`src/hdl/dcache_bus_pkg.sv`:
```
package dcache_bus_pkg;

    // LSU to cache request, held until acknowledged
    typedef struct packed {
        logic        req;
        logic        wr;
        logic [31:0] addr;
        logic [31:0] wdata;
        logic [3:0]  be;
    } lsu_dcache_req_t;

    // Cache to LSU response
    typedef struct packed {
        logic        ack;
        logic [31:0] rdata;
    } dcache_lsu_rsp_t;

    // Cache to memory request, one full line per transfer
    typedef struct packed {
        logic         req;
        logic         wr;
        // Byte address bits 31:4
        logic [27:0]  line_addr;
        logic [127:0] wdata;
    } dcache_mem_req_t;

    // Memory to cache response, ack is a single-cycle pulse
    typedef struct packed {
        logic         ack;
        logic [127:0] rdata;
    } mem_dcache_rsp_t;

endpackage

```
`src/hdl/dcache_pkg.sv`:
```
package dcache_pkg;

    // Cache geometry
    localparam int unsigned DCACHE_WORDS_PER_LINE = 4;
    localparam int unsigned DCACHE_SETS           = 16;
    localparam int unsigned DCACHE_TAG_W          = 24;
    localparam int unsigned DCACHE_IDX_W          = 4;
    localparam int unsigned DCACHE_LINE_W         = 128;

    // Word select within a line
    localparam int unsigned DCACHE_WOFF_W = $clog2(DCACHE_WORDS_PER_LINE);

    // Controller states
    typedef enum logic [2:0] {
        DCACHE_IDLE,
        DCACHE_READ,
        DCACHE_WRITE,
        DCACHE_ALLOCATE,
        DCACHE_WRITE_BACK
    } type_dcache_states_e;

    // Byte address split into cache fields
    typedef struct packed {
        logic [DCACHE_TAG_W-1:0]  tag;
        logic [DCACHE_IDX_W-1:0]  idx;
        logic [DCACHE_WOFF_W-1:0] word_off;
        logic [1:0]               byte_off;
    } dcache_addr_parts_t;

    // Same 32-bit address, seen raw or as tag/index/offsets
    typedef union packed {
        logic [31:0]        raw;
        dcache_addr_parts_t parts;
    } dcache_addr_u;

endpackage
```
`src/hdl/dcache_top.sv`:
```
module dcache_top (
    input  logic                            clk_i,
    input  logic                            rst_ni,

    // LSU port
    input  dcache_bus_pkg::lsu_dcache_req_t lsu_req_i,
    output dcache_bus_pkg::dcache_lsu_rsp_t lsu_rsp_o,
    input  logic                            dmem_sel_i,

    // Main memory port
    output dcache_bus_pkg::dcache_mem_req_t mem_req_o,
    input  dcache_bus_pkg::mem_dcache_rsp_t mem_rsp_i
);

    dcache_pkg::dcache_addr_u addr;

    logic cache_hit;
    logic cache_dirty;
    logic cache_wr;
    logic cache_line_wr;
    logic cache_writeback_req;
    logic lsu_ack;
    logic mem_req;
    logic mem_wr;

    logic [dcache_pkg::DCACHE_TAG_W-1:0]  victim_tag;
    logic [dcache_pkg::DCACHE_LINE_W-1:0] cached_line;
    logic [31:0]                          cached_word;

    assign addr.raw = lsu_req_i.addr;

    wb_dcache_controller u_ctrl (
        .clk_i                 (clk_i),
        .rst_ni                (rst_ni),
        .cache_hit_i           (cache_hit),
        .cache_dirty_bit_i     (cache_dirty),
        .lsu_req_i             (lsu_req_i.req),
        .lsu_wr_i              (lsu_req_i.wr),
        .dmem_sel_i            (dmem_sel_i),
        .mem_ack_i             (mem_rsp_i.ack),
        .cache_wr_o            (cache_wr),
        .cache_line_wr_o       (cache_line_wr),
        .cache_writeback_req_o (cache_writeback_req),
        .lsu_ack_o             (lsu_ack),
        .mem_req_o             (mem_req),
        .mem_wr_o              (mem_wr)
    );

    dcache_tag_store u_tags (
        .clk_i        (clk_i),
        .rst_ni       (rst_ni),
        .addr_i       (addr),
        .line_wr_i    (cache_line_wr),
        .word_wr_i    (cache_wr),
        .hit_o        (cache_hit),
        .dirty_o      (cache_dirty),
        .victim_tag_o (victim_tag)
    );

    dcache_data_store u_data (
        .clk_i     (clk_i),
        .addr_i    (addr),
        .word_wr_i (cache_wr),
        .wdata_i   (lsu_req_i.wdata),
        .be_i      (lsu_req_i.be),
        .line_wr_i (cache_line_wr),
        .line_i    (mem_rsp_i.rdata),
        .word_o    (cached_word),
        .line_o    (cached_line)
    );

    always_comb begin
        lsu_rsp_o.ack   = lsu_ack;
        lsu_rsp_o.rdata = cached_word;

        mem_req_o.req   = mem_req;
        mem_req_o.wr    = mem_wr;
        // Write-back targets the old line, fills target the requested one
        if (cache_writeback_req) begin
            mem_req_o.line_addr = {victim_tag, addr.parts.idx};
        end else begin
            mem_req_o.line_addr = {addr.parts.tag, addr.parts.idx};
        end
        mem_req_o.wdata = cached_line;
    end

endmodule

```
`src/hdl/dcache_data_store.sv`:
```
module dcache_data_store (
    input  logic                                 clk_i,
    input  dcache_pkg::dcache_addr_u             addr_i,

    // Store from the LSU
    input  logic                                 word_wr_i,
    input  logic [31:0]                          wdata_i,
    input  logic [3:0]                           be_i,

    // Fill from memory
    input  logic                                 line_wr_i,
    input  logic [dcache_pkg::DCACHE_LINE_W-1:0] line_i,

    output logic [31:0]                          word_o,
    output logic [dcache_pkg::DCACHE_LINE_W-1:0] line_o
);

    // Each line kept as an array of 32-bit words
    logic [dcache_pkg::DCACHE_WORDS_PER_LINE-1:0][31:0] lines_q [dcache_pkg::DCACHE_SETS];

    logic [dcache_pkg::DCACHE_IDX_W-1:0]  idx;
    logic [dcache_pkg::DCACHE_WOFF_W-1:0] woff;

    assign idx  = addr_i.parts.idx;
    assign woff = addr_i.parts.word_off;

    always_ff @(posedge clk_i) begin
        if (line_wr_i) begin
            lines_q[idx] <= line_i;
        end else if (word_wr_i) begin
            // Merge only the enabled bytes
            for (int b = 0; b < 4; b++) begin
                if (be_i[b]) begin
                    lines_q[idx][woff][b*8 +: 8] <= wdata_i[b*8 +: 8];
                end
            end
        end
    end

    // Both reads are combinational
    assign word_o = lines_q[idx][woff];
    assign line_o = lines_q[idx];

    // A store and a fill are never issued in the same cycle
    a_wr_exclusive: assert property (
        @(posedge clk_i)
        !(word_wr_i && line_wr_i)
    );

endmodule

```
`src/hdl/dcache_tag_store.sv`:
```
module dcache_tag_store (
    input  logic                                clk_i,
    input  logic                                rst_ni,
    input  dcache_pkg::dcache_addr_u            addr_i,
    input  logic                                line_wr_i,
    input  logic                                word_wr_i,
    output logic                                hit_o,
    output logic                                dirty_o,
    output logic [dcache_pkg::DCACHE_TAG_W-1:0] victim_tag_o
);

    logic [dcache_pkg::DCACHE_SETS-1:0]  valid_q;
    logic [dcache_pkg::DCACHE_SETS-1:0]  dirty_q;
    logic [dcache_pkg::DCACHE_TAG_W-1:0] tag_q [dcache_pkg::DCACHE_SETS];

    logic [dcache_pkg::DCACHE_IDX_W-1:0] idx;
    logic [dcache_pkg::DCACHE_TAG_W-1:0] req_tag;

    assign idx     = addr_i.parts.idx;
    assign req_tag = addr_i.parts.tag;

    // Valid and dirty flags per set
    always_ff @(posedge clk_i) begin
        if (!rst_ni) begin
            valid_q <= '0;
            dirty_q <= '0;
        end else if (line_wr_i) begin
            // Fresh line from memory is clean
            valid_q[idx] <= 1'b1;
            dirty_q[idx] <= 1'b0;
        end else if (word_wr_i) begin
            dirty_q[idx] <= 1'b1;
        end
    end

    // Tag loaded with the fill
    always_ff @(posedge clk_i) begin
        if (line_wr_i) begin
            tag_q[idx] <= req_tag;
        end
    end

    assign hit_o        = valid_q[idx] && (tag_q[idx] == req_tag);
    assign dirty_o      = valid_q[idx] && dirty_q[idx];
    // Old tag, only meaningful when the set is dirty
    assign victim_tag_o = tag_q[idx];

    // Word writes only land on a resident line
    a_word_wr_on_hit: assert property (
        @(posedge clk_i) disable iff (!rst_ni)
        word_wr_i |-> hit_o
    );

endmodule

```
`src/hdl/wb_dcache_controller.sv`:
```
module wb_dcache_controller (
    input  logic clk_i,
    input  logic rst_ni,

    // From the tag store
    input  logic cache_hit_i,
    input  logic cache_dirty_bit_i,

    // LSU side
    input  logic lsu_req_i,
    input  logic lsu_wr_i,
    input  logic dmem_sel_i,

    // Memory side
    input  logic mem_ack_i,

    // Strobes to the stores
    output logic cache_wr_o,
    output logic cache_line_wr_o,
    output logic cache_writeback_req_o,

    output logic lsu_ack_o,
    output logic mem_req_o,
    output logic mem_wr_o
);

    dcache_pkg::type_dcache_states_e state_q;
    dcache_pkg::type_dcache_states_e state_d;

    logic access_hit;
    logic access_miss;

    assign access_hit  = lsu_req_i & dmem_sel_i & cache_hit_i;
    assign access_miss = lsu_req_i & dmem_sel_i & ~cache_hit_i;

    always_ff @(posedge clk_i) begin
        if (!rst_ni) begin
            state_q <= dcache_pkg::DCACHE_IDLE;
        end else begin
            state_q <= state_d;
        end
    end

    always_comb begin
        state_d               = state_q;
        lsu_ack_o             = 1'b0;
        mem_req_o             = 1'b0;
        mem_wr_o              = 1'b0;
        cache_writeback_req_o = 1'b0;
        cache_line_wr_o       = 1'b0;
        cache_wr_o            = 1'b0;

        unique case (state_q)
            dcache_pkg::DCACHE_IDLE: begin
                if (access_hit) begin
                    // Store hits write the word right away
                    if (lsu_wr_i) begin
                        state_d    = dcache_pkg::DCACHE_WRITE;
                        cache_wr_o = 1'b1;
                    end else begin
                        state_d = dcache_pkg::DCACHE_READ;
                    end
                end else if (access_miss) begin
                    if (cache_dirty_bit_i) begin
                        // Victim goes out before the fill
                        state_d               = dcache_pkg::DCACHE_WRITE_BACK;
                        mem_req_o             = 1'b1;
                        mem_wr_o              = 1'b1;
                        cache_writeback_req_o = 1'b1;
                    end else begin
                        state_d = dcache_pkg::DCACHE_ALLOCATE;
                    end
                end else begin
                    state_d = dcache_pkg::DCACHE_IDLE;
                end
            end
            dcache_pkg::DCACHE_READ: begin
                // Read data comes straight from the data store
                state_d   = dcache_pkg::DCACHE_IDLE;
                lsu_ack_o = 1'b1;
            end
            dcache_pkg::DCACHE_WRITE: begin
                state_d   = dcache_pkg::DCACHE_IDLE;
                lsu_ack_o = 1'b1;
            end
            dcache_pkg::DCACHE_ALLOCATE: begin
                if (mem_ack_i) begin
                    // Line lands on this edge and the held request then hits
                    state_d         = dcache_pkg::DCACHE_IDLE;
                    cache_line_wr_o = 1'b1;
                end else begin
                    state_d   = dcache_pkg::DCACHE_ALLOCATE;
                    mem_req_o = 1'b1;
                end
            end
            dcache_pkg::DCACHE_WRITE_BACK: begin
                if (mem_ack_i) begin
                    state_d = dcache_pkg::DCACHE_ALLOCATE;
                end else begin
                    state_d               = dcache_pkg::DCACHE_WRITE_BACK;
                    mem_req_o             = 1'b1;
                    mem_wr_o              = 1'b1;
                    cache_writeback_req_o = 1'b1;
                end
            end
            default: begin
                state_d = dcache_pkg::DCACHE_IDLE;
            end
        endcase

        // Access outside cacheable memory kills whatever is in progress
        if (!dmem_sel_i) begin
            state_d    = dcache_pkg::DCACHE_IDLE;
            cache_wr_o = 1'b0;
            mem_req_o  = 1'b0;
        end
    end

    // Memory traffic only serves a selected access that the LSU still holds
    a_no_req_unselected: assert property (
        @(posedge clk_i) disable iff (!rst_ni)
        mem_req_o |-> lsu_req_i && dmem_sel_i
    );

    // Fill strobe answers the read request held in the cycle before
    a_line_wr_in_allocate: assert property (
        @(posedge clk_i) disable iff (!rst_ni)
        cache_line_wr_o |-> (state_q == dcache_pkg::DCACHE_ALLOCATE)
                            && $past(mem_req_o) && !$past(mem_wr_o)
    );

endmodule

```
`config.mk`:
```
export PLATFORM = sky130hd
export DESIGN_NAME = dcache_top
export DESIGN_NICKNAME = d
export VERILOG_FILES = /design/src/hdl/dcache_bus_pkg.sv /design/src/hdl/dcache_pkg.sv /design/src/hdl/dcache_top.sv /design/src/hdl/dcache_data_store.sv /design/src/hdl/dcache_tag_store.sv /design/src/hdl/wb_dcache_controller.sv
export SDC_FILE = /design/constraint.sdc
export NUM_CORES = 2
export LEC_CHECK = 0
export BUFFER_PORTS_ARGS = -buffer_cell sky130_fd_sc_hd__buf_4
export CAP_MARGIN = 20
export CORE_ASPECT_RATIO = 0.5
export CORE_MARGIN = 3
export CORE_UTILIZATION = 55
export DETAILED_ROUTE_END_ITERATION = 16
export PLACE_DENSITY = 0.72
export SLEW_MARGIN = 10
export SYNTH_ARGS = -nofsm -noshare
export SYNTH_HDL_FRONTEND = slang
export SYNTH_SLANG_ARGS = --single-unit
```
`constraint.sdc`:
```
create_clock -name clk_i -period 4.3 [get_ports clk_i]
set_input_delay 0 -clock clk_i [delete_from_list [all_inputs] [get_ports clk_i]]
set_output_delay 0 -clock clk_i [all_outputs]
set_load 0.02 [all_outputs]
```
* Yosys cells after proc, flatten, opt, wreduce, memory -nomap -nowiden *
Memory sizes are Yosys's and may differ from the RTL's.
Index checks and enable logic that the tools add are counted.

storage, ports and cells
  word-level logic and storage cells = 1113
  output and inout port bits = 191
  latch bits = 0
  memory bits (read-only) = 0
  bits in registers = 35
  memory bits (writable) = 2432
  memories = 2
  input bits = 202

cells by class
  shift operators = 0
  $mul = 0
  div/mod/pow operators = 0
  order comparisons = 4
  add/sub/neg operators = 0
  eq/ne operators = 5
  reduce and logical (&&, ||, !) cells = 9
  bitwise operators = 520
  muxes and demuxes = 570

memory list
  memory          words  width  read ports  clocked after Yosys merged registers in  write ports  RTL line                 text
  u_data.lines_q  16     128    1           0                                        1            dcache_data_store.sv:19  logic [dcache_pkg::DCACHE_WORDS_PER_LINE-1:0][31:0] lines_q [dcache_pkg::DCACHE_SETS];
  u_tags.tag_q    16     24     1           0                                        1            dcache_tag_store.sv:14   logic [dcache_pkg::DCACHE_TAG_W-1:0] tag_q [dcache_pkg::DCACHE_SETS];

operators with widths
  operator                                                                      count
  1-bit two-way mux                                                             541
  128-bit two-way mux                                                           4
  1-bit OR                                                                      512
  32-bit demux with 2-bit select                                                4
  32-bit binary-select mux with 2-bit select                                    1
  32-bit two-way mux                                                            2
  16-bit two-way mux                                                            3
  16-bit OR                                                                     2
  28-bit two-way mux                                                            1
  24-bit equality test                                                          1
  24-bit two-way mux                                                            1
  16-bit bitwise AND                                                            1
  16-bit NOT                                                                    1
  3-bit two-way mux                                                             4
  3-bit case mux with 3 select lines                                            1
  1-bit binary-select mux with 4-bit select                                     2
  8-bit two-way mux                                                             1
  3-bit by 2-bit equality test with 1-bit output, second input constant         2
  4-bit by 5-bit less-than comparator with 1-bit output, second input constant  1
  1-bit demux with 4-bit select                                                 1
  4-bit by 1-bit >= comparator with 1-bit output, second input constant         1
  1-bit logical AND                                                             4
  2-bit two-way mux                                                             2
  1-bit case mux with 2 select lines                                            2
  other kinds (10)                                                              13

* Longest topological paths before layout *
  depth after elaboration = 14
  gate-level depth with buffers = 19
  depth with buffers taken out = 9

* Cells and area by module *
A second synthesis with hierarchy kept.

unflattened totals
  cells, all modules = 4714
  area total of the unflattened synthesis = 97697.4 µm²

by module, submodules not included
  module                area an instance (µm²)  instances  cells each  sequential area each (µm²)
  dcache_data_store     80040.5                 1          3775        61499.0
  dcache_tag_store      16948.8                 1          874         12171.7
  dcache_top            449.2                   1          34          0.0
  wb_dcache_controller  259.0                   1          31          60.1

* Least setup slack after synthesis *
OpenSTA, ideal clock, no wires.

  path kind = input -> register
  from = input lsu_req_i[40] (netlist bit)
  to = memory u_data.lines_q[0][112] (netlist bit) (enable)
  buffers on the path = 9
  library setup time = 375 ps
  data required time = 3925 ps
  data arrival time = 3344 ps
  cell stages on the path = 16
  path slack = 581 ps
  cell sequence = buf_2 -> buf_2 -> buf_2 -> buf_2 -> mux2i_1 -> xor2_1 -> o2111ai_1 -> nor4_2 -> nand4_2 -> buf_2 -> buf_6 -> or2_1 -> buf_6 -> buf_6 -> buf_6 -> a21oi_1

between the ends
  longest elaborated chain between the ends = 14
  elaborated cells on any way between the ends = 25
  classes of those cells = eq/ne (1); mux (17); bitwise (5); reduce/logical (1); memory (1)

ends and longest elaborated chain
  item                                                                             RTL line                     text
  start, declared                                                                  dcache_top.sv:6              input dcache_bus_pkg::lsu_dcache_req_t lsu_req_i,
  memory 16 x 24 bit or 1-bit binary-select mux with 4-bit select (tied branches)  -
  24-bit equality test or 1-bit two-way mux (tied branches)                        dcache_tag_store.sv:43       assign hit_o = valid_q[idx] && (tag_q[idx] == req_tag);
  1-bit logical AND                                                                dcache_tag_store.sv:43
  1-bit bitwise AND                                                                wb_dcache_controller.sv:33   assign access_hit = lsu_req_i & dmem_sel_i & cache_hit_i;
  1-bit two-way mux                                                                wb_dcache_controller.sv:55   if (access_hit) begin
  1-bit two-way mux                                                                wb_dcache_controller.sv:53   unique case (state_q)
  1-bit two-way mux                                                                wb_dcache_controller.sv:112  if (!dmem_sel_i) begin
  1-bit two-way mux                                                                dcache_data_store.sv:30      end else if (word_wr_i) begin
  1-bit two-way mux                                                                dcache_data_store.sv:28      if (line_wr_i) begin
  128-bit two-way mux (implied by the code)                                        dcache_data_store.sv:34      lines_q[idx][woff][b*8 +: 8] <= wdata_i[b*8 +: 8];
  1-bit OR (no line) (4 in series)                                                 -
  end, declared                                                                    dcache_data_store.sv:19

Parallel ways exist; a longest one is shown, timed or not. The select of a mux whose other input is x is not followed.

* Final worst setup path *
  from = memory u_tags.tag_q[1][2] (netlist bit)
  to = memory u_data.lines_q[14][27] (netlist bit) (enable)

between the ends
  longest elaborated chain between the ends = 14
  elaborated cells on any way between the ends = 23
  classes of those cells = eq/ne (1); mux (15); bitwise (5); reduce/logical (1); memory (1)

ends and longest elaborated chain
  item                                       RTL line
  start, declared                            dcache_tag_store.sv:14
  memory 16 x 24 bit *                       -
  24-bit equality test *                     dcache_tag_store.sv:43
  1-bit logical AND *                        dcache_tag_store.sv:43
  1-bit bitwise AND *                        wb_dcache_controller.sv:33
  1-bit two-way mux *                        wb_dcache_controller.sv:55
  1-bit two-way mux *                        wb_dcache_controller.sv:53
  1-bit two-way mux *                        wb_dcache_controller.sv:112
  1-bit two-way mux                          dcache_data_store.sv:30
  1-bit two-way mux                          dcache_data_store.sv:28
  128-bit two-way mux (implied by the code)  dcache_data_store.sv:34
  1-bit OR (no line) (3 in series)           -
  1-bit OR (no line) *                       -

Every way passes the cells marked *; elsewhere a longest branch is shown, timed or not.

==> flow_summary_export.csv <==
group,metric,value,unit
run_status,outcome,"completed",
synth,synth_top_area_cell,"edfxtp_1",
layout,final_cells,7845,
drt,drc_errors,0,
power,p_seq_share,54.3,%
synth,synth_edf_count,2432,
drt,ant_nets,0,
sta,maxSlewViolCount,0,
drt,drtIter0Drc,6444,
clock_tree,cts_buffers,210,
hold_path,hold_class,"input pin to register",
layout,syn2layout_area_growth,17.8,%
placed_design,dp_hpwl,163,mm
sta,fmax,238,MHz
clock_tree,h-tree-depth,4,
worst_setup_path,cpPeakStageDelay,0.52,ns
worst_setup_path,end_kind,"register",
clock_tree,root_buffer,"clkbuf_16",
sta,worst_pin_slew,1.12,ns
power,switching_share,21.4,%
drt,drt-wirelength-per-cell,32.6,microns
sta,slew_headroom,25.5,%
synth,post_synth_and_or_nand_nor_area_fraction,0.849,%
sta,setup_viol,0,
worst_setup_path,crit_type,"register to register",
floorplan,ios,393,
global_route,antenna_found_initial,27,
synth,synth.top_cells.by_count,"2432 x edfxtp_1, 747 x mux4_2, 225 x a21oi_1, 162 x clkbuf_1, 128 x mux2_2",
layout,drive_gt1_share,38.8,%
synth,synth_nets,4538,
synth,ys.flop_type,"edfxtp_1",
worst_setup_path,cp_slowest_cell,"or4b_1",
synth,synth_cell_types,61,
sta,fin_crit_sh,97.9,%
clock_tree,cts_buffer_depth,4,
floorplan,initial_core_util,55.5,%
global_route,grt_use_total,28.0,%
sta,holdWs,0.0577,ns
worst_setup_path,cp-start-kind,"register",
synth,synth.cell_area,0.0983,sq mm
clock_tree,clkSinkCount,2467,
power,p_leak,37.5,nW
power,peakVddDrop,314,uV
worst_setup_path,cp_top_family,"simple AND/OR/NAND/NOR gates",
synth,yosys-top-cells-area,"edfxtp_1 74%, mux4_2 17%, mux2_2 1.5%",
clock_tree,clk_pin_slew_worst_paths,0.07,ns
synth,muxShareOfSynthArea,19.9,%
synth,synth-compound-area-share,2.37,%
floorplan,coreArea,0.177,sq mm
worst_setup_path,cp_num_buf_inv,5,
synth,synth-adder-area-share,0,%
power,p_switching,0.0104,W
global_route,grt_pass1_wl,370,mm
power,combPwrFrac,6.9,%
synth,synth_area_per_cell,22.7,sq um
clock_tree,cts_tree,"yes",
synth,synth_warnings,0,
power,power-per-cell-area,420,mW/mm^2
floorplan,die_w,604,microns
sta,rsz0062_at_grt,"true",
synth,synth.top_cell.area_share,74.3,%
run,maxCapViolations,0,
drt,dr_total_vias,50700,
worst_setup_path,crit_top_cell,"buf_4",
synth,syn_inst,4336,
drt,wirelength,256,mm
layout,final_nets,5485,
floorplan,die_y,305,microns
synth,synth_xor_area_share,0.258,%
worst_setup_path,required,4.85,ns
synth,async_flop_share,0,%
floorplan,die-area,0.184,sq mm
placed_design,gp_congestion,0.832,
global_route,grt_pass1_vias,51500,
sta,hold_viol,0,
synth,synth_most_common_cell,"edfxtp_1",
sta,skew,0.0616,ns
global_route,grt_max_degree,143,
global_route,grt-ovfl-total,0,
worst_setup_path,path_cells,"mux4_2, mux2_2, xor2_1, mux2i_1, nand4_1, nor4_4, buf_4, nand4_4, buf_12, or4b_1, buf_4, buf_12, a21oi_1, buf_4",
synth,seq_area_frac_synth,75.0,%
placed_design,port_buffers,390,
worst_setup_path,cp_data_arrival_time,4.76,ns
sta,period_minus_slack,4.21,ns
clock_tree,insertion_delay,0.87,ns
drt,vias_per_cell,6.47,
power,clockPowerShare,38.8,%
synth,ys_seq_elements,2467,
worst_setup_path,cp_max_fo,16,
drt,dr.pass1.iters,5,
floorplan,placementRows,109,
power,p_int,0.0382,W
synth,synth_top_family_by_area,"multiplexers",
placed_design,place_inst,7247,
-- power by group through the flow --
stage / Sequential (W) / Combinational, W / Clock, W
floorplan: 0.0269 / 0.00179 / 0
global placement: 0.0269 / 0.00312 / 0
detailed placement: 0.0269 / 0.00318 / 0
CTS: 0.0264 / 0.00336 / 0.0190
global route: 0.0264 / 0.00351 / 0.0201
finish: 0.0264 / 0.00337 / 0.0189
-- cell type report --
type,instances,area [sq um]
antenna,10,25.0
clock buffer,258,5480
clock inverter,120,1170
fill,11200,61300
inverter,11,41.3
multi-input combinational,1552,23300
sequential,2467,73700
tap,2386,2990
timing repair buffer,1041,9110
-- timing repair --
action                                   CTS  global route
pin swaps                                  2             4
endpoints found under the setup margin    40           158
buffers inserted                           0             4
hold endpoints to repair                2519             0
hold buffers                             205             0
gates cloned                               0             1
resized for setup                          6            15
-- metal layers --
layer | global-route usage (%) | share of wire (%) | vias to the layer above
met5 | 0 | 0.0051 | -
met4 | 10.2 | 3.9 | 2
met3 | 6.05 | 10 | 463
met2 | 44.7 | 49 | 2954
met1 | 38.6 | 37 | 26900
li1 | - | - | 20400
-- registers in the layout, indices dropped and copies added (netlist names), named ones only --
| register | count |
|---|---|
| u_ctrl.state_q | 3 |
| u_data.lines_q | 2048 |
| u_tags.tag_q | 384 |
| u_tags.valid_q | 16 |
-- cell usage in the layout (no fill, tap or decap), drive strengths merged, types with 5 or more instances in the layout --
cell,n
a21oi,266
a22o,5
a22oi,25
a31oi,6
and2,6
buf,835
bufinv,23
clkbuf,259
clkinv,85
clkinvlp,9
dfxtp,35
diode,10
dlygate4sd3,205
edfxtp,2432
inv,14
mux2,161
mux2i,72
mux4,753
nand2,42
nand3,13
nor2,57
nor2b,19
o21a,17
o21ai,8
o221a,16
or2,12
or3,5
xnor2,19
xor2,10
-- worst paths after layout --
| check | slack [ns] | end | cells after the start | start |
|---|---|---|---|---|
| setup reg to reg | 0.09 | u_data.lines_q[14][27] | 14 | u_tags.tag_q[1][2] |
| hold reg to reg | 0.47 | u_tags.valid_q[4] | 1 | u_tags.valid_q[4] |
| setup / recovery | 0.09 | u_data.lines_q[14][27] | 14 | u_tags.tag_q[1][2] |
| hold / removal | 0.06 | u_tags.tag_q[4][23] | 2 | lsu_req_i[67] |
-- kinds of logic after synthesis --
group | count (synthesis)
xor gates and xnor gates | 29
DFF | 2467
AOI/OAI and AO/OA | 366
muxes | 986
buffers and inverters | 317
and+or+nand+nor | 171
-- metrics by stage --
stage / util (%) / setup WS (ns) / TNS (ns) / total power, W / cell area [sq um]
2_1_floorplan: - / 0.581 / 0 / 0.0287 / 98300
3_3_place_gp: 60.3 / -0.0846 / -0.872 / 0.0300 / 107000
3_5_place_dp: 60.4 / -0.128 / -8.50 / 0.0301 / 107000
4_1_cts: 65.3 / 0.0168 / 0 / 0.0488 / 116000
5_1_grt: 65.4 / -0.0387 / -0.315 / 0.0499 / 116000
6_report: 65.4 / 0.0909 / 0 / 0.0486 / 116000
Power figures use the tool's default switching activity.
